===== config.mk =====
export PLATFORM = sky130hd
export DESIGN_NAME = reg_file
export DESIGN_NICKNAME = d
export VERILOG_FILES = /design/src/rtl/cpu_pkg.sv /design/src/rtl/reg_file.sv
export SDC_FILE = /design/constraint.sdc
export NUM_CORES = 1
export LEC_CHECK = 0
export BUFFER_PORTS_ARGS = -buffer_cell sky130_fd_sc_hd__buf_2
export CORE_ASPECT_RATIO = 0.6
export CORE_MARGIN = 2
export CORE_UTILIZATION = 53
export CTS_CLUSTER_SIZE = 8
export DETAILED_ROUTE_END_ITERATION = 7
export PLACE_DENSITY = 0.72
export SLEW_MARGIN = 40
export SYNTH_ARGS = -nofsm -noshare
export SYNTH_HDL_FRONTEND = slang
export SYNTH_SLANG_ARGS = --single-unit
export TNS_END_PERCENT = 10

===== constraint.sdc =====
create_clock -name clock -period 3.6 [get_ports clock]
set_input_delay 0.18 -clock clock [delete_from_list [all_inputs] [get_ports clock]]
set_output_delay 0.18 -clock clock [all_outputs]
set_load 0.05 [all_outputs]

===== src/rtl/cpu_pkg.sv =====
`default_nettype none

package cpu_pkg;

	typedef logic [15:0] word_t;    // data and instruction word
	typedef logic [2:0]  reg_idx_t; // r0..r7

	// major opcode, bits 15..12
	typedef enum logic [3:0] {
		op_func = 4'd0,  // function code in bits 5..0
		op_lda  = 4'd1,
		op_str  = 4'd2,
		op_sdal = 4'd9,
		op_sdah = 4'd10,
		op_jmp  = 4'd11,
		op_jz   = 4'd12,
		op_jn   = 4'd13,
		op_call = 4'd14
	} major_e;

	// function codes under major 0
	typedef enum logic [5:0] {
		fn_nop  = 6'd0,
		fn_push = 6'd1,
		fn_pop  = 6'd2,
		fn_ldar = 6'd3,
		fn_strr = 6'd4,
		fn_add  = 6'd5,
		fn_sub  = 6'd6,
		fn_out  = 6'd7,
		fn_mov  = 6'd8,
		fn_mult = 6'd9,
		fn_divi = 6'd10,
		fn_xtda = 6'd11,
		fn_ret  = 6'd62,
		fn_stp  = 6'd63
	} func_e;

	typedef enum logic [2:0] {
		alu_add,
		alu_sub,
		alu_pass,
		alu_mult,
		alu_sdal,
		alu_sdah
	} alu_op_e;

	typedef enum logic [2:0] {
		st_halt,
		st_fetch,
		st_exec,
		st_mem,   // data memory read returns
		st_stack, // stack read returns
		st_div    // waiting on divider
	} core_state_e;

endpackage

`default_nettype wire


===== src/rtl/reg_file.sv =====
`timescale 1ns/1ps
`default_nettype none

module reg_file (
	input  logic              clock,
	input  logic              clr_n,
	input  cpu_pkg::reg_idx_t ra,
	input  cpu_pkg::reg_idx_t rb,
	output cpu_pkg::word_t    rdata_a,
	output cpu_pkg::word_t    rdata_b,
	input  logic              we,
	input  cpu_pkg::reg_idx_t waddr,
	input  cpu_pkg::word_t    wdata
);
	import cpu_pkg::*;

	word_t regs [8];

	always_ff @(posedge clock or negedge clr_n) begin
		if (!clr_n) begin
			for (int i = 0; i < 8; i++) begin
				regs[i] <= '0;
			end
		end else if (we) begin
			regs[waddr] <= wdata;
		end
	end

	// reads see the old value during a write
	assign rdata_a = regs[ra];
	assign rdata_b = regs[rb];

endmodule

`default_nettype wire


Word level (Yosys, flattened, before mapping)
Index checks and enable logic that the tools add are counted.
W data, S select, Z words.
- bits in read-only memories: 0
- memory bits (writable): 0
- input bits: 28
- memories kept: 0
- bits in registers: 128
- bits in latches: 0
- logic and storage cells: 25
- output and inout bits: 32
- reduce and logical (&&, ||, !) cells: 1
- multiplexer cells: 9
- bitwise logic cells: 3
- div/mod/pow operators: 0
- shift operators: 0
- $add $sub $neg: 0
- $mul: 0
- eq/ne operators: 0
- $lt $le $gt $ge: 4
- operators by type and width (cell ; number):
    $bwmux W128 ; 1
    $bmux W16 S3 ; 2
    $mux W16 ; 5
    $demux W16 S3 ; 1
    $ge A4 B4 Y1 const B ; 3
    $not A3 Y4 ; 3
    $lt A4 B1 Y1 const B ; 1
    $logic_and A1 B1 Y1 ; 1

Depth between registers and ports, before layout
- word-level depth: 6
- gate-level depth with buffers: 5
- gate-level depth less buffers: 2

Least setup slack after synthesis
OpenSTA, ideal clock, no wires.
- kind: input port to output port
- start: input port ra[0]
- end: output port rdata_a[1]
- stages on the path: 4
- buffers on the path: 2
- arrival time: 1.352 ns
- data required time: 3.420 ns
- path slack: 2.068 ns
- path through: buf_6 -> buf_6 -> mux4_1 -> mux2_2
- longest elaborated chain between the ends: 4
- RTL lines (what ; RTL line ; text):
    start, declared ; reg_file.sv:7 ; input cpu_pkg::reg_idx_t ra,
    $not A3 Y4 (implied by the code) ; reg_file.sv:30 ; assign rdata_a = regs[ra];
    $bmux W16 S3 ; reg_file.sv:30 ;
    $mux W16 (implied by the code) (2 in series) ; reg_file.sv:30 ;
    end, declared ; reg_file.sv:9 ; output cpu_pkg::word_t rdata_a,
No other way between the ends. The select of a mux whose other input is x is not followed.

Worst setup path in the final report
- start: input port rb[0]
- end: output port rdata_b[2]
- longest elaborated chain between the ends: 4
- RTL lines (what ; RTL line ; text):
    start, declared ; reg_file.sv:8 ; input cpu_pkg::reg_idx_t rb,
    $not A3 Y4 (implied by the code) ; reg_file.sv:31 ; assign rdata_b = regs[rb];
    $bmux W16 S3 ; reg_file.sv:31 ;
    $mux W16 (implied by the code) (2 in series) ; reg_file.sv:31 ;
    end, declared ; reg_file.sv:10 ; output cpu_pkg::word_t rdata_b,
No other way between the ends. The select of a mux whose other input is x is not followed.

==> summary.txt <==
Layout
  – Largest registers: regs x128
  – Final Non-Filler Cells: 630
  – Max reg flops: between 100 and 150
  – Commonest cells after routing, fill and taps aside: mux2_2 (160), dfrtp_1 (128), buf_2 (58), mux4_1 (56), clkbuf_16 (17)
  – Area delta synth->final: 13.9%
  – FILL cells: between 900 and 1,000
  – Commonest non-fill, non-tap cell in the layout: mux2_2
  – # nets final: ~480
  – Layout cells sized above 1: a little under 60%
  – Largest Register: regs
  – Antenna cell count: 0

Detailed routing
  – Number of DRC markers in iteration 0: around 190
  – DRC Markers: 0
  – Post-route ant nets: 0
  – Pre-Repair DR Iteration Count: 4
  – Total routed wirelength: about 15 mm
  – Routed WL per cell: about 24 µm
  – DR vias: 3,984
  – Vias/cell: around 6.3

Clocking
  – Clock Pin Slew Worst Setup and Hold Paths: about 0.060 ns
  – Post-CTS Setup Bufs: 0
  – Clk root buf: clkbuf_16
  – Depth of the CTS H-tree: 4
  – Clock Latency Late Sink: 0.40 ns
  – Post_cts resized: 0
  – Clock buffer count from CTS: 17
  – Maximum root-to-sink buffer count: 2
  – TritonCTS clock tree: done
  – Sink Count: between 100 and 150

Floorplanning
  – Io pins: 60
  – Die H: between 90 and 100 µm
  – Core box area: about 13,000 µm²
  – Die X: between 150 and 200 µm
  – Initial Util: between 50% and 60%
  – Row count: 32
  – Die ar.: around 14,000 µm²

Power
  – Worst vdd ir: roughly 0.42 mV
  – Sequential Power Share: about two fifths
  – PwrDens: roughly 630 nW/µm²
  – Clock power frac: 32.9%
  – Gate power share: between 20% and 30%
  – Pleak: 3.51 nW
  – Cell internal pwr: around 3.5 mW
  – Switch share: a little under a third
  – Net load switching power: 1.56 mW

GRT
  – Grt total ovfl: 0
  – Antenna violations before repair: 0
  – Vias in the first global route: between 4,000 and 5,000
  – Gr usage total: between 20% and 30%
  – Pin count of the biggest net entering global routing: roughly 130
  – First-pass GRT wire length: 24.3 mm

STA
  – Final Critical Period: approximately 2.1 ns
  – RSZ-0062 raised after global routing: false
  – Setup Skew: 0 ns
  – Fin crit share: between 50% and 60%
  – Hold Violations, Final: 0
  – Maximum clock frequency: between 0.4 and 0.5 GHz
  – Setup violations, final: 0
  – Slew headroom: between 40 and 50%
  – TNS Setup: 0 ns
  – Slew @ Worst Pin: around 0.8 ns
  – Max Slew Vio Count: 0

Yosys
  – Yosys cell types: 15
  – Dominant synthesized flop cell: dfrtp_1
  – Seq cells post-synth: around 130
  – Mapped Area: around 7000 µm²
  – Async set-reset flop share out of synthesis: 100%
  – Sequential area share after synthesis: 45.8%
  – Syn Area/Cell: ~18 µm²
  – Syn Nets: roughly 420
  – Yosys warnings: 0
  – Number of flops mapped to enable cells by yosys: 0
  – Post-synthesis cell count: between 300 and 400

Min path
  – Hold Crit Class: input port to flip-flop

Place
  – Hpwl dp: 9.21 mm
  – Post-Place Cells: 597
  – Port Buf Inserts: 59
  – Routability Congestion: about 0.74

Job
  – Max-cap violations: 0

Critical path
  – WP data arrival: between 1.5 and 2 ns
  – Maximum fanout along the worst path: 12
  – Crit end category: output pin
  – Worst Path Required: between 3 and 4 ns
  – Crit path launch type: input port
  – Critical path type: input port to output pin

Run status
  – Status: completed
## Yosys cell counts (2+ instances only)
master,number,area share (%)
buf_1,5,0.27
mux2_2,160,26
buf_2,8,0.57
nand4b_2,3,0.64
buf_6,10,1.6
buf_4,5,0.54
mux4_1,56,21
mux4_2,8,2.6
dfrtp_1,128,46
clkbuf_1,3,0.16
clkbuf_2,2,0.14
nor4bb_1,2,0.29
## final timing paths
path | start | end | slack (ns) | depth (start not counted)
min | wdata[3] | regs[35]$_DFFE_PN0P_ | 0.11 | 2
max | rb[0] | rdata_b[2] | 1.55 | 5
max reg2reg | regs[1]$_DFFE_PN0P_ | regs[1]$_DFFE_PN0P_ | 2.77 | 1
max in group asynchronous | clr_n | regs[104]$_DFFE_PN0P_ | 2.66 | 3
min reg2reg | regs[122]$_DFFE_PN0P_ | regs[122]$_DFFE_PN0P_ | 0.52 | 1
min in group asynchronous | clr_n | regs[75]$_DFFE_PN0P_ | 0.38 | 3
## cell type report
class                      count  area (µm²)  area share (%)
clock buffer                  23         498            6.25
multi-input combinational    232        3600            45.1
tap                          170         213            2.67
clock inverter                 9        81.3            1.02
timing repair buffer          68         380            4.77
sequential                   128        3200            40.2
## stage by stage
step / total power, mW / cell area, µm² / worst slack [ns] / hold WS, ns / util, %
2_1_floorplan: 3.06 / 7000 / 2.07 / -0.116 / -
3_3_place_gp: 3.35 / 7380 / 1.56 / 0.332 / 57.4
3_5_place_dp: 3.41 / 7380 / 1.55 / 0.347 / 57.4
4_1_cts: 5.08 / 7970 / 1.54 / 0.0946 / 62.0
5_1_grt: 5.26 / 7970 / 1.49 / 0.113 / 62.0
6_report: 5.04 / 7970 / 1.55 / 0.113 / 62.0
## power groups by stage
stage                     Clock (mW)  Sequential [mW]  Combinational (mW)
after floorplan                    0             1.91                1.15
after global placement             0             1.98                1.37
after detailed placement           0             2.00                1.40
after CTS                       1.69             1.98                1.41
after global routing            1.75             2.03                1.48
final                           1.66             1.99                1.39
## repair_timing
item / CTS / global route
hold buffers: 1 / 0
setup endpoints to repair: 0 / 0
hold endpoints to repair: 128 / 0
## cells by family (layout without fill, tap and decap cells)
group / after synthesis / count (layout) / synth area share (%)
simple gates: 8 / 8 / 1.63
flops: 128 / 128 / 45.8
buf+inv: 33 / 100 / 3.29
mux: 224 / 224 / 49.3
## critical path: stages
cell and delay, ns:
buf_2 0.24, buf_4 0.31, mux4_1 0.62, mux2_2 0.30
buf_2 0.21
## routing by layer
layer	routed length [µm]	GRT usage (%)	vias to the layer above
met4	95	6.39	0
met2	7190	35.3	98
li1	-	-	1715
met1	7020	33.2	2162
met3	861	5.28	9
met5	0	0.366	-
Note: power is estimated with default switching activity, not from simulation.
