<file path="src/rtl/cpu_pkg.sv">
`default_nettype none

package cpu_pkg;

	typedef logic [15:0] word_t;    // data and instruction word
	typedef logic [2:0]  reg_idx_t; // r0..r7

	// major opcode, bits 15..12
	typedef enum logic [3:0] {
		op_func = 4'd0,  // function code in bits 5..0
		op_lda  = 4'd1,
		op_str  = 4'd2,
		op_sdal = 4'd9,
		op_sdah = 4'd10,
		op_jmp  = 4'd11,
		op_jz   = 4'd12,
		op_jn   = 4'd13,
		op_call = 4'd14
	} major_e;

	// function codes under major 0
	typedef enum logic [5:0] {
		fn_nop  = 6'd0,
		fn_push = 6'd1,
		fn_pop  = 6'd2,
		fn_ldar = 6'd3,
		fn_strr = 6'd4,
		fn_add  = 6'd5,
		fn_sub  = 6'd6,
		fn_out  = 6'd7,
		fn_mov  = 6'd8,
		fn_mult = 6'd9,
		fn_divi = 6'd10,
		fn_xtda = 6'd11,
		fn_ret  = 6'd62,
		fn_stp  = 6'd63
	} func_e;

	typedef enum logic [2:0] {
		alu_add,
		alu_sub,
		alu_pass,
		alu_mult,
		alu_sdal,
		alu_sdah
	} alu_op_e;

	typedef enum logic [2:0] {
		st_halt,
		st_fetch,
		st_exec,
		st_mem,   // data memory read returns
		st_stack, // stack read returns
		st_div    // waiting on divider
	} core_state_e;

endpackage

`default_nettype wire

</file>
<file path="src/rtl/alu.sv">
`timescale 1ns/1ps
`default_nettype none

module alu (
	input  cpu_pkg::alu_op_e op,
	input  cpu_pkg::word_t   a,
	input  cpu_pkg::word_t   b,
	input  logic [7:0]       imm8,
	output cpu_pkg::word_t   res_hi,
	output cpu_pkg::word_t   res_lo
);
	import cpu_pkg::*;

	logic [31:0] prod;

	assign prod = a * b; // full width product

	always_comb begin
		res_hi = '0; // only mult fills the high half
		res_lo = b;
		case (op)
			alu_add:  res_lo = a + b;
			alu_sub:  res_lo = a - b;
			alu_pass: res_lo = b;
			alu_mult: begin
				res_hi = prod[31:16];
				res_lo = prod[15:0];
			end
			alu_sdal: res_lo = {{8{imm8[7]}}, imm8}; // sign extended byte
			alu_sdah: res_lo = {imm8, a[7:0]};       // keep low byte of a
			default:  res_lo = b;
		endcase
	end

endmodule

`default_nettype wire

</file>
<file path="config.mk">
export PLATFORM = sky130hd
export DESIGN_NAME = alu
export DESIGN_NICKNAME = d
export VERILOG_FILES = /design/src/rtl/cpu_pkg.sv /design/src/rtl/alu.sv
export SDC_FILE = /design/constraint.sdc
export NUM_CORES = 1
export LEC_CHECK = 0
export BUFFER_PORTS_ARGS = -buffer_cell sky130_fd_sc_hd__buf_2
export CORE_ASPECT_RATIO = 0.75
export CORE_MARGIN = 2
export CORE_UTILIZATION = 50
export DETAILED_ROUTE_END_ITERATION = 6
export PLACE_DENSITY = 0.7
export SETUP_SLACK_MARGIN = 0.05
export SLEW_MARGIN = 5
export SYNTH_ARGS = -nofsm -noshare
export SYNTH_HDL_FRONTEND = slang
export SYNTH_SLANG_ARGS = --single-unit
</file>
<file path="constraint.sdc">
create_clock -name vclk -period 14.1
set_clock_uncertainty 0.05 [all_clocks]
set_input_delay 1.41 -clock vclk [all_inputs]
set_output_delay 1.41 -clock vclk [all_outputs]
set_load 0.02 [all_outputs]
</file>
* Yosys cells after proc, flatten, opt, wreduce, memory -nomap -nowiden
Cells that the tools add are included.
Word-level totals: register bits 0, latch bits 0, ROM bits 0, memories kept 0, memory bits (writable) 0
Operators by class: bitwise logic cells 0, equal/unequal tests 4, multipliers 1, div/mod/pow operators 0, $add $sub $neg 2, shift operators 0, order comparisons 0, reduce and logical (&&, ||, !) cells 1, muxes and demuxes 2
Operators by type and width (count):
- $pmux W16 S5 | 1
- $mul A16 B16 Y32 | 1
- $add A16 B16 Y16 | 1
- $mux W16 | 1
- $sub A16 B16 Y16 | 1
- $eq A3 B3 Y1 const B | 2
- $eq A3 B1 Y1 const B | 1
- $eq A3 B2 Y1 const B | 1
- $logic_not A3 Y1 | 1

* Depth between registers and ports, before layout
depth in word-level cells 2, mapped depth 24

* Worst setup path before layout
OpenSTA, ideal clock, no wires.
path kind input-to-output, from input port b[7], to output port res_hi[11], stages 21, setup slack 5.366 ns, path buffers 3, required time 12.640 ns, arrival 7.274 ns, cell sequence clkbuf_1 -> clkbuf_1 -> nand2_1 -> fa_1 -> fa_1 -> inv_1 -> fa_1 -> fa_1 -> fa_1 -> inv_1 -> fa_1 -> inv_1 -> ha_1 -> clkbuf_1 -> nand2_1 -> o21ai_0 -> nand2b_1 -> a21oi_1 -> or4b_1 -> nand3_1 -> nor3b_1
Between the ends: word-level cells in the longest chain between the ends 2
RTL lines:
- start: declaration | RTL line alu.sv:7 | input cpu_pkg::word_t b,
- $mul A16 B16 Y32 | RTL line alu.sv:16 | assign prod = a * b;
- $mux W16 | RTL line alu.sv:21 | case (op)
- end: declaration | RTL line alu.sv:9 | output cpu_pkg::word_t res_hi,
Every way passes these cells.

* Worst setup path after layout
from input port b[2], to output port res_hi[12]
Same word-level chain as after synthesis.

==> flow_results.xml <==
<?xml version="1.0" encoding="UTF-8"?>
<metrics>
  <group name="outcome">
    <metric name="status" unit="">complete, no violations</metric>
  </group>
  <group name="layout">
    <metric name="antennaDiodeCount" unit="">0</metric>
    <metric name="area_growth_syn_to_layout" unit="%">4.23</metric>
    <metric name="area.sequential" unit="sq um">0</metric>
    <metric name="num-clock-buffers" unit="">0</metric>
    <metric name="final_net_count" unit="">1659</metric>
    <metric name="layout-drive-gt1-share" unit="%">6.39</metric>
    <metric name="layout.cells.most_common" unit="">sky130_fd_sc_hd__inv_1</metric>
    <metric name="numSequentialCells" unit="">0</metric>
    <metric name="mostFrequentLayoutCells" unit="">sky130_fd_sc_hd__inv_1, sky130_fd_sc_hd__fa_1, sky130_fd_sc_hd__nand2_1, sky130_fd_sc_hd__ha_1, sky130_fd_sc_hd__and2_1</metric>
  </group>
  <group name="worst_setup_path">
    <metric name="most_frequent_cell_on_the_critical_path" unit="">sky130_fd_sc_hd__fa_1</metric>
    <metric name="required_time_of_the_critical_path" unit="ps">12640</metric>
    <metric name="crit_type" unit="">input port to output pin</metric>
    <metric name="cp-start-kind" unit="">input port</metric>
    <metric name="crit_path_start" unit="">b[2]</metric>
    <metric name="cp_num_buf_inv" unit="">5</metric>
    <metric name="end_kind" unit="">output pin</metric>
    <metric name="worstPathCellList" unit="">buf_2, nand2_1, fa_1, fa_1, fa_1, inv_1, fa_1, fa_1, inv_1, fa_1, inv_1, ha_1, a21o_1, a311oi_1, a21oi_1, a211oi_1, o21ai_0, a21oi_1, mux2i_1, buf_2</metric>
    <metric name="cell_with_the_biggest_individual_delay_on_the_critical_path" unit="">sky130_fd_sc_hd__fa_1</metric>
    <metric name="timing.critical_path.max_delay_family" unit="">adder cells</metric>
    <metric name="arrival" unit="ps">7610</metric>
    <metric name="timing.critical_path.slowest_cell_delay" unit="ps">620</metric>
    <metric name="critPathMaxFanout" unit="">22</metric>
  </group>
  <group name="sta">
    <metric name="grt_setup_unrepaired" unit="">no</metric>
    <metric name="fin_worst_hold_slack" unit="ps">3300</metric>
    <metric name="finalSetupTns" unit="ps">0</metric>
    <metric name="report.final.hold_viol_count" unit="">0</metric>
    <metric name="worst_slew_margin_rel" unit="%">35.2</metric>
    <metric name="worst_path_setup_slack_after_routing" unit="ps">5030</metric>
    <metric name="fin_crit_sh" unit="%">64.3</metric>
    <metric name="slew_viol_final" unit="">0</metric>
    <metric name="slew_of_the_pin_with_the_lowest_slew_margin" unit="ps">969</metric>
    <metric name="min_clock_period_post_route" unit="ps">9070</metric>
    <metric name="finalSetupViolations" unit="">0</metric>
    <metric name="fmaxAchievable" unit="MHz">110</metric>
  </group>
  <group name="die">
    <metric name="floorplan.die_area" unit="sq um">21900</metric>
    <metric name="rows" unit="">45</metric>
    <metric name="dieWidth" unit="microns">170</metric>
    <metric name="initial_core_util" unit="%">51.0</metric>
    <metric name="core-area" unit="sq um">20300</metric>
    <metric name="floorplan.io_pins" unit="">75</metric>
    <metric name="die_height" unit="microns">129</metric>
  </group>
  <group name="synth">
    <metric name="synth-seq-area-share" unit="%">0</metric>
    <metric name="synth.distinct_cells" unit="">62</metric>
    <metric name="synth_warnings" unit="">0</metric>
    <metric name="postSynthCellCount" unit="">1292</metric>
    <metric name="postSynthNetCount" unit="">1651</metric>
    <metric name="synthesis.area_per_instance" unit="sq um">8.00</metric>
    <metric name="synth.cell_area" unit="sq um">10300</metric>
  </group>
  <group name="global_routing">
    <metric name="maximum_number_of_pins_on_one_net_before_global_route_repair" unit="">32</metric>
    <metric name="overflow" unit="">0</metric>
    <metric name="antenna_found_initial" unit="">0</metric>
    <metric name="total_routing_resource_utilization_after_global_routing" unit="%">29.2</metric>
    <metric name="wire_length_of_the_first_global_routing_pass" unit="microns">49700</metric>
    <metric name="first_global_vias" unit="">9184</metric>
  </group>
  <group name="detailed_routing">
    <metric name="post-route-drc-count" unit="">0</metric>
    <metric name="detailedRoute.firstPassIterationCount" unit="">5</metric>
    <metric name="route.antenna.remaining_nets" unit="">0</metric>
    <metric name="via_per_inst" unit="">5.80</metric>
    <metric name="detail_route.iter0.violations" unit="">743</metric>
    <metric name="totalWireLength" unit="microns">30200</metric>
    <metric name="wire_per_inst" unit="microns">19.4</metric>
    <metric name="vias" unit="">9027</metric>
  </group>
  <group name="run">
    <metric name="timing.max_cap.violations" unit="">0</metric>
  </group>
  <group name="place">
    <metric name="port-buffer-count" unit="">75</metric>
    <metric name="preCtsSetupSlack" unit="ps">5080</metric>
    <metric name="gp_routability_congestion" unit="">0.972</metric>
    <metric name="dp_hpwl" unit="microns">23700</metric>
  </group>
  <group name="hold_path">
    <metric name="min-delay-path-class" unit="">input port to output pin</metric>
    <metric name="hp-start" unit="">imm8[7]</metric>
  </group>
  <group name="cts">
    <metric name="ctsHoldBuffers" unit="">0</metric>
    <metric name="cts_post_setup_buffers_inserted" unit="">0</metric>
    <metric name="cts-resized-gates" unit="">0</metric>
  </group>
</metrics>
==> cell families after synthesis <==
| group | Yosys count | share of synthesized area, % |
|---|---|---|
| AND/OR/NAND/NOR | 413 | 19.3 |
| adder cells (fa/ha/maj) | 316 | 52.4 |
| buffers and inverters | 309 | 11.2 |
| AO/OA/AOI/OAI | 203 | 12.7 |
| XOR/XNOR | 46 | 3.90 |
| multiplexers | 5 | 0.484 |
==> worst min-delay path, stage by stage <==
cell and delay, ps:
sky130_fd_sc_hd__buf_2 110, sky130_fd_sc_hd__a22oi_1 80, sky130_fd_sc_hd__a31oi_1 160, sky130_fd_sc_hd__buf_2 180
==> final timing paths <==
kind | slack [ps] | depth (start not counted) | endpoint
worst max-delay path | 5030 | 20 | res_hi[12]
worst min-delay path | 3300 | 4 | res_lo[15]
==> cells in the mapped netlist (12+ instances only) <==
library cell / instances / area (sq um)
sky130_fd_sc_hd__inv_1: 240 / 901
sky130_fd_sc_hd__fa_1: 195 / 3900
sky130_fd_sc_hd__nand2_1: 178 / 668
sky130_fd_sc_hd__ha_1: 121 / 1510
sky130_fd_sc_hd__and2_1: 115 / 719
sky130_fd_sc_hd__clkbuf_1: 65 / 244
sky130_fd_sc_hd__a21oi_1: 63 / 315
sky130_fd_sc_hd__nor2_1: 61 / 229
sky130_fd_sc_hd__o21ai_0: 38 / 190
sky130_fd_sc_hd__xnor2_1: 34 / 298
sky130_fd_sc_hd__a21o_1: 18 / 135
sky130_fd_sc_hd__xor2_1: 12 / 105
==> final cells by class <==
| class | count | area [sq um] |
|---|---|---|
| well taps | 258 | 323 |
| multi-input cells | 983 | 9180 |
| repair buffers | 75 | 375 |
| fillers | 1950 | 9490 |
| inverters | 240 | 901 |
==> per-layer routing <==
metal	vias to the layer above	part of all wire (%)	GRT usage (%)
li1	4077	-	-
met1	4435	44	43.3
met2	485	42	43.7
met3	30	13	8.43
met4	0	1.1	3.67
met5	-	0	0
==> metrics by stage <==
stage	cells	utilization [%]	area, sq um
2_1_floorplan	1292	-	10300
3_3_place_gp	1556	53.2	10800
3_5_place_dp	1556	53.2	10800
4_1_cts	1556	53.2	10800
5_1_grt	1556	53.2	10800
6_report	1556	53.2	10800
Power is not shown: default switching activity piles up to over one toggle a cycle in this logic, so the estimate is an artifact.
