### src/rtl/cpu_pkg.sv
`default_nettype none

package cpu_pkg;

	typedef logic [15:0] word_t;    // data and instruction word
	typedef logic [2:0]  reg_idx_t; // r0..r7

	// major opcode, bits 15..12
	typedef enum logic [3:0] {
		op_func = 4'd0,  // function code in bits 5..0
		op_lda  = 4'd1,
		op_str  = 4'd2,
		op_sdal = 4'd9,
		op_sdah = 4'd10,
		op_jmp  = 4'd11,
		op_jz   = 4'd12,
		op_jn   = 4'd13,
		op_call = 4'd14
	} major_e;

	// function codes under major 0
	typedef enum logic [5:0] {
		fn_nop  = 6'd0,
		fn_push = 6'd1,
		fn_pop  = 6'd2,
		fn_ldar = 6'd3,
		fn_strr = 6'd4,
		fn_add  = 6'd5,
		fn_sub  = 6'd6,
		fn_out  = 6'd7,
		fn_mov  = 6'd8,
		fn_mult = 6'd9,
		fn_divi = 6'd10,
		fn_xtda = 6'd11,
		fn_ret  = 6'd62,
		fn_stp  = 6'd63
	} func_e;

	typedef enum logic [2:0] {
		alu_add,
		alu_sub,
		alu_pass,
		alu_mult,
		alu_sdal,
		alu_sdah
	} alu_op_e;

	typedef enum logic [2:0] {
		st_halt,
		st_fetch,
		st_exec,
		st_mem,   // data memory read returns
		st_stack, // stack read returns
		st_div    // waiting on divider
	} core_state_e;

endpackage

`default_nettype wire

### src/rtl/dec_if.sv
`timescale 1ns/1ps
`default_nettype none

interface dec_if #(
	parameter int ADDR_W = 10
) ();
	import cpu_pkg::*;

	major_e            major;
	func_e             func;   // fn_nop unless major is op_func
	reg_idx_t          src;
	reg_idx_t          dst;
	logic [ADDR_W-1:0] addr;   // memory and jump target
	logic [7:0]        imm8;
	alu_op_e           alu_op;

	modport decoder (
		output major, func, src, dst, addr, imm8, alu_op
	);

	modport core (
		input major, func, src, dst, addr, imm8, alu_op
	);

endinterface

`default_nettype wire

### src/rtl/inst_decode.sv
`timescale 1ns/1ps
`default_nettype none

module inst_decode (
	input  cpu_pkg::word_t inst,
	dec_if.decoder         dec
);
	import cpu_pkg::*;

	logic    major_ok;
	logic    func_ok;
	major_e  major_v;
	func_e   func_v;
	alu_op_e alu_v;

	assign major_ok = inst[15:12] inside {4'd0, 4'd1, 4'd2, [4'd9:4'd14]};
	assign func_ok  = inst[5:0] inside {[6'd0:6'd11], 6'd62, 6'd63};

	always_comb begin
		major_v = major_ok ? major_e'(inst[15:12]) : op_func; // unknown major acts as nop
		func_v  = fn_nop;
		if (inst[15:12] == 4'd0 && func_ok) begin
			func_v = func_e'(inst[5:0]);
		end

		alu_v = alu_pass; // mov and everything without an ALU result
		case (major_v)
			op_sdal: alu_v = alu_sdal;
			op_sdah: alu_v = alu_sdah;
			op_func: begin
				case (func_v)
					fn_add:  alu_v = alu_add;
					fn_sub:  alu_v = alu_sub;
					fn_mult: alu_v = alu_mult;
					default: alu_v = alu_pass;
				endcase
			end
			default: alu_v = alu_pass;
		endcase
	end

	assign dec.major  = major_v;
	assign dec.func   = func_v;
	assign dec.alu_op = alu_v;
	assign dec.src    = inst[11:9];
	assign dec.dst    = inst[8:6];
	assign dec.imm8   = inst[7:0];
	assign dec.addr   = $bits(dec.addr)'(inst[9:0]); // address field is bits 9..0

endmodule

`default_nettype wire

### src/flat_wrapper.sv
// flat-port wrapper written by rule: the top's interface ports become plain ports
module inst_decode_flat import cpu_pkg::*;
  (inst, dec_major, dec_func, dec_src, dec_dst, dec_addr, dec_imm8, dec_alu_op);
  dec_if dec_i ();
  input  cpu_pkg::word_t inst;
  output wire logic [$bits(dec_i.major)-1:0] dec_major;
  output wire logic [$bits(dec_i.func)-1:0] dec_func;
  output wire logic [$bits(dec_i.src)-1:0] dec_src;
  output wire logic [$bits(dec_i.dst)-1:0] dec_dst;
  output wire logic [$bits(dec_i.addr)-1:0] dec_addr;
  output wire logic [$bits(dec_i.imm8)-1:0] dec_imm8;
  output wire logic [$bits(dec_i.alu_op)-1:0] dec_alu_op;
  assign dec_major = dec_i.major;
  assign dec_func = dec_i.func;
  assign dec_src = dec_i.src;
  assign dec_dst = dec_i.dst;
  assign dec_addr = dec_i.addr;
  assign dec_imm8 = dec_i.imm8;
  assign dec_alu_op = dec_i.alu_op;
  inst_decode u_core (.inst(inst), .dec(dec_i));
endmodule
### config.mk
export PLATFORM = sky130hd
export DESIGN_NAME = inst_decode_flat
export DESIGN_NICKNAME = d
export VERILOG_FILES = /design/src/rtl/cpu_pkg.sv /design/src/rtl/dec_if.sv /design/src/rtl/inst_decode.sv /design/src/flat_wrapper.sv
export SDC_FILE = /design/constraint.sdc
export NUM_CORES = 1
export LEC_CHECK = 0
export ABC_AREA = 1
export CAP_MARGIN = 5
export CORE_AREA = 5 5 42 44
export DETAILED_ROUTE_END_ITERATION = 6
export DIE_AREA = 0 0 47 49
export DONT_BUFFER_PORTS = 1
export PLACE_DENSITY = 0.52
export SYNTH_ARGS = -nofsm -noshare
export SYNTH_HDL_FRONTEND = slang
export SYNTH_SLANG_ARGS = --single-unit
### constraint.sdc
create_clock -name vclk -period 1.5
set_input_delay 0.45 -clock vclk [all_inputs]
set_output_delay 0.45 -clock vclk [all_outputs]
set_load 0.1 [all_outputs]
==> After elaboration in Yosys (flattened, before gate mapping) <==
Cells that the tools add are included.
{ "classes": {"mux": 4, "magnitude_cmp": 4, "n_eq_ne": 9, "n_reduce_logical": 7} }
{ "ops": {"columns": ["operator", "n"], "rows": [
  ["equality test 6 x 3 -> 1 bit, second input constant", 2],
  ["equality test 6 bit, second input constant", 2],
  ["case mux 3 bit (3 select lines)", 1],
  ["equality test 4 bit, second input constant", 2],
  ["zero test 4 bit", 2],
  ["equality test 6 x 4 -> 1 bit, second input constant", 1],
  [">= comparator 6 x 1 -> 1 bit, second input constant", 1],
  ["<= comparator 6 x 4 -> 1 bit, second input constant", 1],
  ["2-to-1 mux 6 bit", 1],
  ["case mux 2 bit (3 select lines)", 1],
  ["equality test 4 x 1 -> 1 bit, second input constant", 1],
  ["equality test 4 x 2 -> 1 bit, second input constant", 1],
  [">= comparator 4 bit, second input constant", 1],
  ["<= comparator 4 bit, second input constant", 1],
  ["2-to-1 mux 4 bit", 1],
  ["nonzero test 4 bit", 1],
  ["logical AND 1 bit", 3],
  ["nonzero test 3 bit", 1]
]} }
{ "totals": {"register_bits": 0, "inputBits": 16, "out_inout_bits": 37, "word_cells": 24} }

==> Longest topological paths before layout <==
{ "logic_depth": {"depth_word": 8, "depth_mapped": 8, "depth_no_buf": 8} }

==> Worst setup path after synthesis <==
OpenSTA, ideal clock, no wires.
{ "synth_timing": {"path_kind": "input port to output port", "startpoint": "in inst[14]", "endpoint": "out dec_alu_op[1]", "cell_stages": 4, "n_path_buf": 0, "path_slack_ns": -2.968, "t_arrival_ns": 4.018, "required_time_ns": 1.050, "cell_sequence": "inv_2 > nand2_1 > nor3_1 > a21oi_1"} }
{ "synth_via": {"elab_chain_cells": 6, "elab_cells_between_ends": 18, "classes_between": "order compare: 2; eq/ne: 7; mux: 4; reduce/logical: 5"} }
{ "synth_lines": {"columns": ["item", "line_no", "text"], "rows": [
  ["from (decl)", "flat_wrapper.sv:5", "input cpu_pkg::word_t inst;"],
  [">= comparator 4 bit, or another cell as far along", "inst_decode.sv:16", "assign major_ok = inst[15:12] inside {4'd0, 4'd1, 4'd2, [4'd9:4'd14]};"],
  ["logical AND 1 bit, on equally long branches", "inst_decode.sv:16, inst_decode.sv:22", null],
  ["nonzero test 4 bit / 2-to-1 mux 6 bit (equally long branches)", "inst_decode.sv:16, inst_decode.sv:22", null],
  ["2-to-1 mux 4 bit, or another cell as far along", "inst_decode.sv:20", "major_v = major_ok ? major_e'(inst[15:12]) : op_func;"],
  ["equality test 4 bit, or another cell as far along", "inst_decode.sv:27", "case (major_v)"],
  ["case mux 3 bit (3 select lines) *", "inst_decode.sv:27", null],
  ["to (decl)", "flat_wrapper.sv:12", "output wire logic [$bits(dec_i.alu_op)-1:0] dec_alu_op;"]
]} }
Every way passes the cells marked *; elsewhere a longest branch is shown, timed or not.

==> Worst setup path in the final report <==
{ "layout_timing": {"startpoint": "in inst[4]", "endpoint": "out dec_alu_op[0]"} }
{ "layout_via": {"elab_chain_cells": 8, "elab_cells_between_ends": 13, "classes_between": "order compare: 2; eq/ne: 5; mux: 3; reduce/logical: 3"} }
{ "layout_lines": {"columns": ["item", "line_no", "text"], "rows": [
  [">= comparator 6 x 1 -> 1 bit / <= comparator 6 x 4 -> 1 bit (equally long branches)", "inst_decode.sv:17", "assign func_ok = inst[5:0] inside {[6'd0:6'd11], 6'd62, 6'd63};"],
  ["logical AND 1 bit", "inst_decode.sv:17", null],
  ["nonzero test 3 bit", "inst_decode.sv:17", null],
  ["logical AND 1 bit", "inst_decode.sv:22", "if (inst[15:12] == 4'd0 && func_ok) begin"],
  ["2-to-1 mux 6 bit *", "inst_decode.sv:22", null],
  ["equality test 6 x 4 -> 1 bit / equality test 6 x 3 -> 1 bit (equally long branches)", "inst_decode.sv:31", "case (func_v)"],
  ["case mux 2 bit (3 select lines) *", "inst_decode.sv:31", null],
  ["case mux 3 bit (3 select lines) *", "inst_decode.sv:27", null]
]} }
Marked as above.

==> flow_summary.ini <==
[layout]
flops_and_latches = 0
n_antenna_cell = 0
fin_cells = 96
nets = 98
syn_to_final_growth_pct = 91.92
clkbuf_count = 0
post-route-util_pct = 61.52
seq_area_um2 = 0
drive_gt1_share_pct = 83.75

[power]
power.density_nw_per_um2 = 303.2
peakVddDrop_uv = 198.4
cellLeakagePower_nw = 0.3564

[status]
outcome = finished with violations
violations = setup timing

[sta]
fin_tns_setup_ns = -1.896
timing.final.ws_setup_ns = -0.2928
finalSetupViolations = 13
max_freq_ghz = 0.5578
period_share_pct = 119.5
fin_crit_ns = 1.793
grt_setup_unrepaired = yes
tightestPinTransition_ns = 0.3328
slew_violations = 0
relSlewSlack_pct = 77.81
final_hold_viol_count = 0

[yosys]
syn_area_um2 = 449.2
synthCells = 75
syn_area_per_cell_um2 = 5.989
yosys_warnings = 0
synth_nets = 91
synthDistinctLibCells = 15
ys_seq_area_share_pct = 0

[floorplan]
dieArea_um2 = 2303
ios = 53
rows = 14
core_area_um2 = 1401
initial_core_util_pct = 32.05
chipHeight_um = 49
die_x_um = 47

[placement]
routabilityCongestion = 0.7006
dpl.cell_count = 95
hpwl_um = 988.2
pre_cts_ws_ns = -0.3399
portBuffers = 0

[global_route]
grt_pass1_wl_um = 1952
track_usage_pct = 10.81
grt_pass1_vias = 455
gr-total-overflow = 0
antenna_found_initial = 0
grt_max_degree = 7

[hold_path]
min-delay-start = inst[6]
min_to = dec_imm8[6]
holdCritPathClass = in2out
hold_depth = 0

[worst_setup_path]
end_kind = output pin
worstPathMaxFanout = 5
worstPathArrival_ns = 1.34
startpoint_type = primary input
path_class = in2out
cp_data_required_time_ns = 1.05

[run]
cap_violations = 0

[clocking]
ctsHoldBuffers = 0

[route]
drt_iter0_markers = 1
ant_nets = 0
viasPerCell = 4.448
drt_wl_total_um = 1143
firstDrtPassIters = 3
wl_per_cell_um = 11.91
vias = 427
drc_errors = 0
timing repair:
| action | 4_1_cts | 5_1_grt |
|---|---|---|
| cloned | 0 | 0 |
| buffers inserted | 5 | 2 |
| pin swaps | 11 | 11 |
| resized for setup | 21 | 11 |
| endpoints found under the setup margin | 13 | 13 |
per-stage QoR:
| step | instance area [um2] | hold slack (ns) | total power, mW |
|---|---|---|---|
| floorplan | 559.3 | 1.086 | 0.4559 |
| global placement | 728.2 | 0.9007 | 0.2357 |
| detailed placement | 728.2 | 0.9007 | 0.2383 |
| CTS | 832.0 | 0.9007 | 0.2648 |
| global route | 862.1 | 0.9002 | 0.2739 |
| finish | 862.1 | 0.9001 | 0.2614 |
cell usage in the layout (no fill, tap or decap), types with 2 or more instances in the layout:
cell,count
nand2_1,3
buf_4,11
inv_2,2
nor2_4,8
buf_12,11
nor3_4,2
buf_6,6
nand2_4,2
clkinvlp_4,4
nand4_1,3
inv_1,6
nand3_4,2
nand2_2,6
nand3_2,4
metal layers:
layer / global-route usage [%] / vias to the layer above / share of wire [%]
met2: 22.62 / 20 / 62
li1: - / 216 / -
met5: 0 / - / 0
met3: 2.583 / 0 / 12
met4: 0.4608 / 0 / 0
met1: 10.02 / 191 / 26
cells by family (layout without fill, tap and decap cells):
logic type      count (synthesis)  in the layout  share of synthesized area [%]
compound gates                  3              3                          5.848
buf+inv                        39             44                          52.65
simple gates                   33             33                          41.50
critical path: stages:
cell	delay [ns]
nand3_4	0.06
o21ai_4	0.21
nand3_2	0.14
nor2_4	0.14
nand2_2	0.07
nand3_4	0.26
Yosys cell counts:
cell type	n	share of area, %
nand4_1	3	4.2
nand3_2	3	6.7
nor3_1	2	2.2
inv_1	13	11
nand2_1	8	6.7
o21ai_4	1	3.6
nor2_1	6	5.0
buf_4	24	40
a21oi_1	1	1.1
inv_2	2	1.7
nand3_1	3	3.3
nor2_4	2	5.0
o21ai_1	1	1.1
nand2_2	4	5.6
nor2_2	2	2.8
where the power goes:
part           internal [mW]  total, mW  switching (mW)
clock network              0          0               0
registers                  0          0               0
logic                  0.104      0.261           0.157
area by class of cell:
cell class	count	area (um2)
fillers	125	539.3
well taps	16	20.02
inverters	15	105.1
multi-input cells	36	351.6
repair buffers	29	385.4
worst max path at each step:
stage	startpoint	end	slack (ns)
CTS	inst[4]	dec_alu_op[0]	-0.30
floorplan	inst[12]	dec_alu_op[0]	-0.78
global placement	inst[3]	dec_alu_op[0]	-0.30
detailed placement	inst[3]	dec_alu_op[0]	-0.34
finish	inst[4]	dec_alu_op[0]	-0.29
global route	inst[4]	dec_alu_op[0]	-0.34
Note: power is estimated with default switching activity, not from simulation.
