## src/rtl/cpu_pkg.sv

```systemverilog
`default_nettype none

package cpu_pkg;

	typedef logic [15:0] word_t;    // data and instruction word
	typedef logic [2:0]  reg_idx_t; // r0..r7

	// major opcode, bits 15..12
	typedef enum logic [3:0] {
		op_func = 4'd0,  // function code in bits 5..0
		op_lda  = 4'd1,
		op_str  = 4'd2,
		op_sdal = 4'd9,
		op_sdah = 4'd10,
		op_jmp  = 4'd11,
		op_jz   = 4'd12,
		op_jn   = 4'd13,
		op_call = 4'd14
	} major_e;

	// function codes under major 0
	typedef enum logic [5:0] {
		fn_nop  = 6'd0,
		fn_push = 6'd1,
		fn_pop  = 6'd2,
		fn_ldar = 6'd3,
		fn_strr = 6'd4,
		fn_add  = 6'd5,
		fn_sub  = 6'd6,
		fn_out  = 6'd7,
		fn_mov  = 6'd8,
		fn_mult = 6'd9,
		fn_divi = 6'd10,
		fn_xtda = 6'd11,
		fn_ret  = 6'd62,
		fn_stp  = 6'd63
	} func_e;

	typedef enum logic [2:0] {
		alu_add,
		alu_sub,
		alu_pass,
		alu_mult,
		alu_sdal,
		alu_sdah
	} alu_op_e;

	typedef enum logic [2:0] {
		st_halt,
		st_fetch,
		st_exec,
		st_mem,   // data memory read returns
		st_stack, // stack read returns
		st_div    // waiting on divider
	} core_state_e;

endpackage

`default_nettype wire

```

## src/rtl/dec_if.sv

```systemverilog
`timescale 1ns/1ps
`default_nettype none

interface dec_if #(
	parameter int ADDR_W = 10
) ();
	import cpu_pkg::*;

	major_e            major;
	func_e             func;   // fn_nop unless major is op_func
	reg_idx_t          src;
	reg_idx_t          dst;
	logic [ADDR_W-1:0] addr;   // memory and jump target
	logic [7:0]        imm8;
	alu_op_e           alu_op;

	modport decoder (
		output major, func, src, dst, addr, imm8, alu_op
	);

	modport core (
		input major, func, src, dst, addr, imm8, alu_op
	);

endinterface

`default_nettype wire

```

## src/rtl/cpu_core.sv

```systemverilog
`timescale 1ns/1ps
`default_nettype none

module cpu_core #(
	parameter int ADDR_W = 10
) (
	input  logic              clock,
	input  logic              clr_n,
	input  logic              load_we,
	input  logic [ADDR_W-1:0] load_addr,
	input  cpu_pkg::word_t    idata,
	input  logic              go,
	output logic [ADDR_W-1:0] imem_addr,
	output cpu_pkg::word_t    imem_wdata,
	output logic              imem_we,
	input  cpu_pkg::word_t    imem_q,
	output logic [ADDR_W-1:0] dmem_addr,
	output cpu_pkg::word_t    dmem_wdata,
	output logic              dmem_we,
	input  cpu_pkg::word_t    dmem_q,
	output logic [ADDR_W-1:0] stk_addr,
	output cpu_pkg::word_t    stk_wdata,
	output logic              stk_we,
	input  cpu_pkg::word_t    stk_q,
	output cpu_pkg::word_t    inst,
	dec_if.core               dec,
	output cpu_pkg::reg_idx_t rf_ra,
	output cpu_pkg::reg_idx_t rf_rb,
	input  cpu_pkg::word_t    rf_rdata_a,
	input  cpu_pkg::word_t    rf_rdata_b,
	output logic              rf_we,
	output cpu_pkg::reg_idx_t rf_waddr,
	output cpu_pkg::word_t    rf_wdata,
	output cpu_pkg::word_t    alu_a,
	output cpu_pkg::word_t    alu_b,
	input  cpu_pkg::word_t    alu_res_hi,
	input  cpu_pkg::word_t    alu_res_lo,
	output logic              div_start,
	output cpu_pkg::word_t    div_dividend,
	output cpu_pkg::word_t    div_divisor,
	input  logic              div_done,
	input  cpu_pkg::word_t    div_quot,
	input  cpu_pkg::word_t    div_rem,
	output cpu_pkg::word_t    odata,
	output logic              out_valid,
	output logic              halted
);
	import cpu_pkg::*;

	core_state_e       state;
	logic [ADDR_W-1:0] pc;        // already points past the current instruction in exec
	logic [ADDR_W-1:0] sp;
	logic [ADDR_W-1:0] resume_pc;
	word_t             da;
	word_t             x;
	word_t             inst_r;
	logic              in_exec;
	logic              is_push;
	logic              is_call;

	assign in_exec = (state == st_exec);
	assign inst    = in_exec ? imem_q : inst_r; // live word in exec, held afterwards
	assign is_push = in_exec && dec.major == op_func && dec.func == fn_push;
	assign is_call = in_exec && dec.major == op_call;

	// load port owns the instruction memory while halted
	assign imem_addr  = halted ? load_addr : pc;
	assign imem_wdata = idata;
	assign imem_we    = halted && load_we;

	assign dmem_addr  = dec.addr;
	assign dmem_wdata = da;
	assign dmem_we    = in_exec && dec.major == op_str;

	assign stk_addr  = (is_push || is_call) ? sp + 1'b1 : sp; // pre-increment on write
	assign stk_wdata = is_call ? word_t'(pc) : rf_rdata_b;
	assign stk_we    = is_push || is_call;

	assign rf_ra = dec.dst;
	assign rf_rb = dec.src;
	assign alu_a = (dec.alu_op == alu_mult || dec.alu_op == alu_sdah) ? da : rf_rdata_a;
	assign alu_b = rf_rdata_b;

	assign div_start    = in_exec && dec.major == op_func && dec.func == fn_divi;
	assign div_dividend = da;
	assign div_divisor  = rf_rdata_b;

	always_comb begin
		rf_we    = 1'b0;
		rf_waddr = dec.dst;
		rf_wdata = alu_res_lo;
		if (in_exec && dec.major == op_func) begin
			case (dec.func)
				fn_add, fn_sub, fn_mov: rf_we = 1'b1;
				fn_strr: begin
					rf_we    = 1'b1;
					rf_waddr = dec.src;
					rf_wdata = da;
				end
				default: rf_we = 1'b0;
			endcase
		end else if (state == st_stack && dec.major == op_func && dec.func == fn_pop) begin
			rf_we    = 1'b1;
			rf_waddr = dec.src;
			rf_wdata = stk_q;
		end
	end

	always_ff @(posedge clock or negedge clr_n) begin
		if (!clr_n) begin
			state     <= st_halt;
			pc        <= '0;
			sp        <= '1; // empty stack
			resume_pc <= '0;
			da        <= '0;
			x         <= '0;
			inst_r    <= '0;
			odata     <= '0;
			out_valid <= 1'b0;
			halted    <= 1'b1;
		end else begin
			out_valid <= 1'b0;
			case (state)
				st_halt: begin
					if (go) begin
						state  <= st_fetch;
						pc     <= resume_pc;
						halted <= 1'b0;
					end
				end
				st_fetch: begin
					pc    <= pc + 1'b1;
					state <= st_exec;
				end
				st_exec: begin
					inst_r <= imem_q;
					state  <= st_fetch;
					case (dec.major)
						op_func: begin
							case (dec.func)
								fn_push: sp <= sp + 1'b1;
								fn_pop, fn_ret: begin
									sp    <= sp - 1'b1;
									state <= st_stack;
								end
								fn_ldar: da <= rf_rdata_b;
								fn_out: begin
									odata     <= rf_rdata_b;
									out_valid <= 1'b1;
								end
								fn_mult: begin
									x  <= alu_res_hi;
									da <= alu_res_lo;
								end
								fn_divi: state <= st_div;
								fn_xtda: da <= x;
								fn_stp: begin
									resume_pc <= pc;
									halted    <= 1'b1;
									state     <= st_halt;
								end
								default: state <= st_fetch;
							endcase
						end
						op_lda:           state <= st_mem;
						op_sdal, op_sdah: da <= alu_res_lo;
						op_jmp:           pc <= dec.addr;
						op_jz:            if (da == '0) pc <= dec.addr;
						op_jn:            if (da[15]) pc <= dec.addr;
						op_call: begin
							sp <= sp + 1'b1;
							pc <= dec.addr;
						end
						default:          state <= st_fetch;
					endcase
				end
				st_mem: begin
					da    <= dmem_q;
					state <= st_fetch;
				end
				st_stack: begin
					if (dec.func == fn_ret) begin
						pc <= ADDR_W'(stk_q); // return address
					end
					state <= st_fetch;
				end
				st_div: begin
					if (div_done) begin
						da    <= div_quot;
						x     <= div_rem;
						state <= st_fetch;
					end
				end
				default: state <= st_halt;
			endcase
		end
	end

endmodule

`default_nettype wire

```

## src/flat_wrapper.sv

```systemverilog
// flat-port wrapper written by rule: the top's interface ports become plain ports
module cpu_core_flat import cpu_pkg::*;
#(
	parameter int ADDR_W = 10
)
  (clock, clr_n, load_we, load_addr, idata, go, imem_addr, imem_wdata, imem_we, imem_q, dmem_addr, dmem_wdata, dmem_we, dmem_q, stk_addr, stk_wdata, stk_we, stk_q, inst, rf_ra, rf_rb, rf_rdata_a, rf_rdata_b, rf_we, rf_waddr, rf_wdata, alu_a, alu_b, alu_res_hi, alu_res_lo, div_start, div_dividend, div_divisor, div_done, div_quot, div_rem, odata, out_valid, halted, dec_major, dec_func, dec_src, dec_dst, dec_addr, dec_imm8, dec_alu_op);
  dec_if #(.ADDR_W(ADDR_W)) dec_i ();
  input  logic clock;
  input  logic clr_n;
  input  logic load_we;
  input  logic [ADDR_W-1:0] load_addr;
  input  cpu_pkg::word_t idata;
  input  logic go;
  output logic [ADDR_W-1:0] imem_addr;
  output cpu_pkg::word_t imem_wdata;
  output logic imem_we;
  input  cpu_pkg::word_t imem_q;
  output logic [ADDR_W-1:0] dmem_addr;
  output cpu_pkg::word_t dmem_wdata;
  output logic dmem_we;
  input  cpu_pkg::word_t dmem_q;
  output logic [ADDR_W-1:0] stk_addr;
  output cpu_pkg::word_t stk_wdata;
  output logic stk_we;
  input  cpu_pkg::word_t stk_q;
  output cpu_pkg::word_t inst;
  output cpu_pkg::reg_idx_t rf_ra;
  output cpu_pkg::reg_idx_t rf_rb;
  input  cpu_pkg::word_t rf_rdata_a;
  input  cpu_pkg::word_t rf_rdata_b;
  output logic rf_we;
  output cpu_pkg::reg_idx_t rf_waddr;
  output cpu_pkg::word_t rf_wdata;
  output cpu_pkg::word_t alu_a;
  output cpu_pkg::word_t alu_b;
  input  cpu_pkg::word_t alu_res_hi;
  input  cpu_pkg::word_t alu_res_lo;
  output logic div_start;
  output cpu_pkg::word_t div_dividend;
  output cpu_pkg::word_t div_divisor;
  input  logic div_done;
  input  cpu_pkg::word_t div_quot;
  input  cpu_pkg::word_t div_rem;
  output cpu_pkg::word_t odata;
  output logic out_valid;
  output logic halted;
  input wire logic [$bits(dec_i.major)-1:0] dec_major;
  input wire logic [$bits(dec_i.func)-1:0] dec_func;
  input wire logic [$bits(dec_i.src)-1:0] dec_src;
  input wire logic [$bits(dec_i.dst)-1:0] dec_dst;
  input wire logic [$bits(dec_i.addr)-1:0] dec_addr;
  input wire logic [$bits(dec_i.imm8)-1:0] dec_imm8;
  input wire logic [$bits(dec_i.alu_op)-1:0] dec_alu_op;
  assign dec_i.major = dec_major;
  assign dec_i.func = dec_func;
  assign dec_i.src = dec_src;
  assign dec_i.dst = dec_dst;
  assign dec_i.addr = dec_addr;
  assign dec_i.imm8 = dec_imm8;
  assign dec_i.alu_op = dec_alu_op;
  cpu_core #(.ADDR_W(ADDR_W)) u_core (.clock(clock), .clr_n(clr_n), .load_we(load_we), .load_addr(load_addr), .idata(idata), .go(go), .imem_addr(imem_addr), .imem_wdata(imem_wdata), .imem_we(imem_we), .imem_q(imem_q), .dmem_addr(dmem_addr), .dmem_wdata(dmem_wdata), .dmem_we(dmem_we), .dmem_q(dmem_q), .stk_addr(stk_addr), .stk_wdata(stk_wdata), .stk_we(stk_we), .stk_q(stk_q), .inst(inst), .dec(dec_i), .rf_ra(rf_ra), .rf_rb(rf_rb), .rf_rdata_a(rf_rdata_a), .rf_rdata_b(rf_rdata_b), .rf_we(rf_we), .rf_waddr(rf_waddr), .rf_wdata(rf_wdata), .alu_a(alu_a), .alu_b(alu_b), .alu_res_hi(alu_res_hi), .alu_res_lo(alu_res_lo), .div_start(div_start), .div_dividend(div_dividend), .div_divisor(div_divisor), .div_done(div_done), .div_quot(div_quot), .div_rem(div_rem), .odata(odata), .out_valid(out_valid), .halted(halted));
endmodule
```

## config.mk

```make
export PLATFORM = sky130hd
export DESIGN_NAME = cpu_core_flat
export DESIGN_NICKNAME = d
export VERILOG_FILES = /design/src/rtl/cpu_pkg.sv /design/src/rtl/dec_if.sv /design/src/rtl/cpu_core.sv /design/src/flat_wrapper.sv
export SDC_FILE = /design/constraint.sdc
export NUM_CORES = 1
export LEC_CHECK = 0
export ABC_CLOCK_PERIOD_IN_PS = 2300
export BUFFER_PORTS_ARGS = -buffer_cell sky130_fd_sc_hd__buf_2
export CORE_AREA = 8 8 154 156
export CTS_CLUSTER_SIZE = 8
export DETAILED_ROUTE_END_ITERATION = 10
export DIE_AREA = 0 0 162 164
export PLACE_DENSITY_LB_ADDON = 0.3
export SKIP_LAST_GASP = 1
export SLEW_MARGIN = 20
export SYNTH_ARGS = -nofsm -noshare
export SYNTH_HDL_FRONTEND = slang
export SYNTH_SLANG_ARGS = --single-unit
```

## constraint.sdc

```tcl
create_clock -name clock -period 2.3 [get_ports clock]
set_clock_uncertainty 0.15 [all_clocks]
set_input_delay 0.115 -clock clock [delete_from_list [all_inputs] [get_ports clock]]
set_output_delay 0.115 -clock clock [all_outputs]
set_load 0.01 [all_outputs]
```

# Yosys cells after proc, flatten, opt, wreduce, memory -nomap -nowiden

Index checks and enable logic that the tools add are counted.

Register bits: 99
Bits in latches: 0
Bits in writable memories: 0
ROM bits: 0
Input bits: 212
Output and inout bits: 206
Word-level logic and storage cells: 126
Memories: 0

Add/sub/neg operators: 3
Multiply operators: 0
Div/mod/pow operators: 0
Order comparisons: 0
Equality and inequality tests: 40
Shift operators: 0
Multiplexer cells: 42
Bitwise logic cells: 0
Reduce and logical (&&, ||, !) cells: 31

Operators by type and width:

| kind                    | number |
|---|---|
| $mux W16                | 10 |
| $pmux W16 S3            | 2 |
| $pmux W16 S2            | 2 |
| $mux W10                | 6 |
| $pmux W10 S2            | 2 |
| $pmux W10 S4            | 1 |
| $pmux W10 S3            | 1 |
| $eq A4 B4 Y1 const B    | 6 |
| $eq A6 B3 Y1 const B    | 4 |
| $eq A6 B4 Y1 const B    | 4 |
| $add A10 B1 Y10 const B | 2 |
| $logic_not A16 Y1       | 1 |
| $mux W3                 | 5 |
| $pmux W3 S5             | 1 |
| $eq A6 B2 Y1 const B    | 2 |
| $eq A6 B6 Y1 const B    | 2 |
| $ne A2 B2 Y1 const B    | 6 |
| $reduce_and A4 Y1       | 3 |
| $sub A10 B1 Y10 const B | 1 |
| $eq A3 B2 Y1 const B    | 3 |
| $eq A3 B3 Y1 const B    | 3 |
| $mux W1                 | 9 |
| $pmux W3 S3             | 1 |
| $reduce_and A3 Y1       | 3 |
| other kinds (21)        | 36 |

# Depth between registers and ports, before layout

Depth after elaboration: 5
Mapped depth: 8
Mapped depth without buffers: 7

# Least setup slack after synthesis

Ideal clock, no wire load.

Path type: register to output
Start: register u_core.state[2]
End: output rf_waddr[0]
Arrival: 2108 ps
Data required time: 2035 ps
Setup slack: -73 ps
Cell stages (with the launch flop): 8
Buffers on the path: 2
Cells stage by stage: dfrtp_1 -> clkbuf_1 -> nor3b_2 -> nand3_2 -> nor4_4 -> or2_1 -> buf_6 -> mux2_1

Cells in the longest elaborated chain, start to end: 5
Elaborated cells between the ends (all ways): 7
Classes of those cells: eq/ne (2); mux (2); reduce/logical (3)

RTL lines:

| item                              | line               | RTL |
|---|---|---|
| start, declared                   | cpu_core.sv:50     | `core_state_e state;` |
| start signal, assigned            | cpu_core.sv:111    | `state <= st_halt;` |
| start signal, assigned            | cpu_core.sv:126    | `state <= st_fetch;` |
| start signal, assigned            | cpu_core.sv:133    | `state <= st_exec;` |
| $eq A3 B3 Y1                      | cpu_core.sv:102    | `end else if (state == st_stack && dec.major == op_func && dec.func == fn_pop) begin` |
| $logic_and A1 B1 Y1 (2 in series) | cpu_core.sv:102    |  |
| $mux W3                           | cpu_core.sv:102    |  |
| $mux W3 *                         | cpu_core.sv:92     | `if (in_exec && dec.major == op_func) begin` |
| end, declared                     | flat_wrapper.sv:32 | `output cpu_pkg::reg_idx_t rf_waddr;` |

Every way passes the cells marked *; elsewhere a longest branch is shown, timed or not.

# Worst setup path after layout

Start: register u_core.state[2]
End: output rf_wdata[2]

Cells in the longest elaborated chain, start to end: 5
Elaborated cells between the ends (all ways): 7
Classes of those cells: eq/ne (2); mux (2); reduce/logical (3)

RTL lines:

| item                              | line               | RTL |
|---|---|---|
| $eq A3 B3 Y1                      | cpu_core.sv:102    |  |
| $logic_and A1 B1 Y1 (2 in series) | cpu_core.sv:102    |  |
| $mux W16                          | cpu_core.sv:102    |  |
| $mux W16 *                        | cpu_core.sv:92     |  |
| end, declared                     | flat_wrapper.sv:33 | `output cpu_pkg::word_t rf_wdata;` |

Marks and branches as above.

==> results.ini <==
[outcome]
run_status = finished with violations
violated_checks = setup timing

[layout]
finished_layout_cell_area_um2 = 10800
area_delta_synth_final_pct = 50.2
proportion_of_layout_cells_with_a_drive_suffix_above_1 = 0.500
layout.nets = 1419
register_area_um2 = 2490
multiInputGateArea_um2 = 3990
utilization = 0.507
num-fill-cells = 1995

[clock_tree]
clkLatencyLatePin_ns = 0.35
clock_tree.htree_level_count = 3
cts_bufs_inserted = 9
cts_tree = done
clock_tree.buffer_depth = 2
clkTransAtPathRegs_ns = 0.08
clk_root_buffer_cell = sky130_fd_sc_hd__clkbuf_16
cts_sinks = 99

[timing]
post-route-period-util = 1.05
hold_slack_ns = 0.0152
fmaxAchievable_mhz = 414
finalSetupTns_ns = -1.43
measured_slew_at_the_worst_slew_check_pin_ns = 0.434
grt_setup_unrepaired = yes
setup_viol = 32
worst_slew_margin_rel = 0.707
hold_viol = 0
layout_min_cycle_time_ns = 2.41
final_max_slew_viol_count = 0
post-route-worst-setup-slack_ns = -0.114

[power_and_ir_drop]
irDropWorstVdd_mv = 0.398
power.density_nw_per_um2 = 829
leakage_dissipation_nw = 5.51

[placement]
place_worst_setup_slack_ns = -0.0211
dp_hpwl_um = 24600
detailed_place.area_um2 = 9230
placement.io_buffers = 377
gpl.final_weighted_congestion = 0.860

[route]
postRouteAntennaNets = 0
wl_per_cell_um = 21.7
dr_total_vias = 7744
drt-pass1-iter-count = 5
drc_errors = 0
detail_route.iter0.violations = 581
via_per_inst = 5.19
postRouteWirelength_um = 32400

[grt]
first_global_vias = 7956
grt_max_degree = 40
grt_util_all_layers = 0.230
grt.overflow.total = 0
grt_pass1_wl_um = 47200
grt_antenna_before_repair = 3

[setup_path]
endpoint_kind = output port
critPathMaxStageDelay_ns = 0.46
cp_cell_sequence = nor3b_4 > nand3_2 > nor4_4 > buf_4 > a22oi_1 > o21ai_0 > buf_2
timing.critical_path.required_ns = 2.04
r2r.worst_path.cells = 8
crit_slowest_cell = sky130_fd_sc_hd__dfrtp_2
timing.critical_path.from_type = flop
critical_path.max_fanout = 16
critical_path_arrival_ns = 2.15
worst-setup-path-type = flop to output port

[synthesis]
seq_area_frac_synth = 0.345
synth-async-reset-ratio = 1.00
synth-warning-count = 0
post_synthesis_instance_total = 789
synth_net_count = 1004
netlist_top_cells_count = 88 x sky130_fd_sc_hd__dfrtp_1, 82 x sky130_fd_sc_hd__nand2_1, 81 x sky130_fd_sc_hd__buf_4
synth_top_area_cell = sky130_fd_sc_hd__dfrtp_1
ys_top_cells_by_area = sky130_fd_sc_hd__dfrtp_1 31%, sky130_fd_sc_hd__mux2_2 11%, sky130_fd_sc_hd__buf_4 8.4%
yosysTopAreaCellShare = 0.305
postSynthRegisterBits = 99
syn_avg_cell_area_um2 = 9.14
most_used_flip_flop_cell_after_synthesis = sky130_fd_sc_hd__dfrtp_1
synth-edff-count = 0
ys_types = 69
mappedNetlistArea_um2 = 7210
top_count_cell_post_synth = sky130_fd_sc_hd__dfrtp_1

[die]
design.portCount = 418
row_count = 54
initial_core_util = 0.338
floorplan.die.width_um = 162
die_height_um = 164
fp.coreArea_um2 = 21400
floorplan.die_area_um2 = 26600

[job]
maxCapViolCount = 0

[hold_path]
worst_hold_path_type = input port to flop
holdPathStages = 3

==> state kept, by name, indices dropped and copies added (netlist names) <==
signal               count
u_core.resume_pc        10
u_core.state             3
u_core.sp               10
u_core.x                16
u_core.pc               10
u_core.inst_r           16
u_core.halted            1
u_core.out_valid         1
u_core.odata            16
u_core.div_dividend     16
==> metal layers <==
metal,global-route usage,vias up,wire (um)
met3,0.0594,38,2510
li1,-,3623,-
met4,0.0501,4,523
met2,0.394,331,15900
met1,0.286,3748,13400
met5,0,-,24
==> power by group <==
part	internal [mW]	switching [mW]
Clock	0.876	0.752
Combinational	2.25	2.63
Sequential	2.17	0.302
==> cells in the final DEF (no fill, tap or decap), types with 9 or more instances in the layout <==
cell type / instances
sky130_fd_sc_hd__a221o_1: 16
sky130_fd_sc_hd__a21oi_1: 39
sky130_fd_sc_hd__o21ai_0: 26
sky130_fd_sc_hd__mux2i_1: 21
sky130_fd_sc_hd__buf_6: 24
sky130_fd_sc_hd__nand2_1: 78
sky130_fd_sc_hd__mux2_4: 13
sky130_fd_sc_hd__dfrtp_1: 85
sky130_fd_sc_hd__o22ai_1: 24
sky130_fd_sc_hd__buf_12: 9
sky130_fd_sc_hd__a22o_1: 36
sky130_fd_sc_hd__a22oi_1: 16
sky130_fd_sc_hd__dfstp_2: 11
sky130_fd_sc_hd__buf_2: 360
sky130_fd_sc_hd__xnor2_1: 20
sky130_fd_sc_hd__nor3_1: 9
sky130_fd_sc_hd__inv_1: 24
sky130_fd_sc_hd__dlygate4sd3_1: 76
sky130_fd_sc_hd__buf_4: 67
sky130_fd_sc_hd__clkbuf_16: 10
sky130_fd_sc_hd__nor2_1: 37
sky130_fd_sc_hd__mux2_2: 58
==> final cells by class <==
cell class                 instances  area share
antenna                            3    0.000693
clock buffer                       9      0.0208
clock inverter                     7     0.00855
inverter                          25     0.00867
multi-input combinational        530       0.369
sequential                        99       0.230
tap                              280      0.0324
timing repair buffer             539       0.330
==> per-stage QoR <==
step	total power [mW]	cells
5_1_grt	9.54	1490
3_5_place_dp	6.98	1379
2_1_floorplan	5.11	789
6_report	8.98	1492
3_3_place_gp	6.94	1379
4_1_cts	8.83	1480
==> worst paths after layout <==
kind	start	endpoint	slack, ns
min in group asynchronous	clr_n	u_core.inst_r[11]	0.10
worst max register to register	u_core.state[0]	u_core.pc[0]	-0.02
worst max-delay path	u_core.state[2]	rf_wdata[2]	-0.11
worst min register to register	u_core.inst_r[1]	u_core.inst_r[1]	0.32
worst min-delay path	dec_addr[2]	u_core.pc[2]	0.02
max in group asynchronous	clr_n	u_core.sp[9]	1.21
==> critical path: cells and delay by family, from the launching register on <==
kind	cells	cell delay, ns
AND/OR/NAND/NOR	3	0.54
buffers and inverters	2	0.51
flip-flops	1	0.46
AO/OA/AOI/OAI	2	0.27
==> what timing repair did <==
item                                    CTS  global route
hold buffers                             76             0
endpoints found under the setup margin   49            63
setup buffers                             8             9
cloned                                    1             2
gates resized for setup                  47            44
pin swaps                                 7             6
hold endpoints to repair                149             0
==> cells by family after synthesis <==
group | synth area share
adder cells (fa/ha/maj) | 0.00521
multiplexers | 0.143
AND/OR/NAND/NOR | 0.148
AO/OA/AOI/OAI | 0.197
flip-flops | 0.345
buffers and inverters | 0.130
XOR/XNOR | 0.0316
Power figures use the tool's default switching activity.
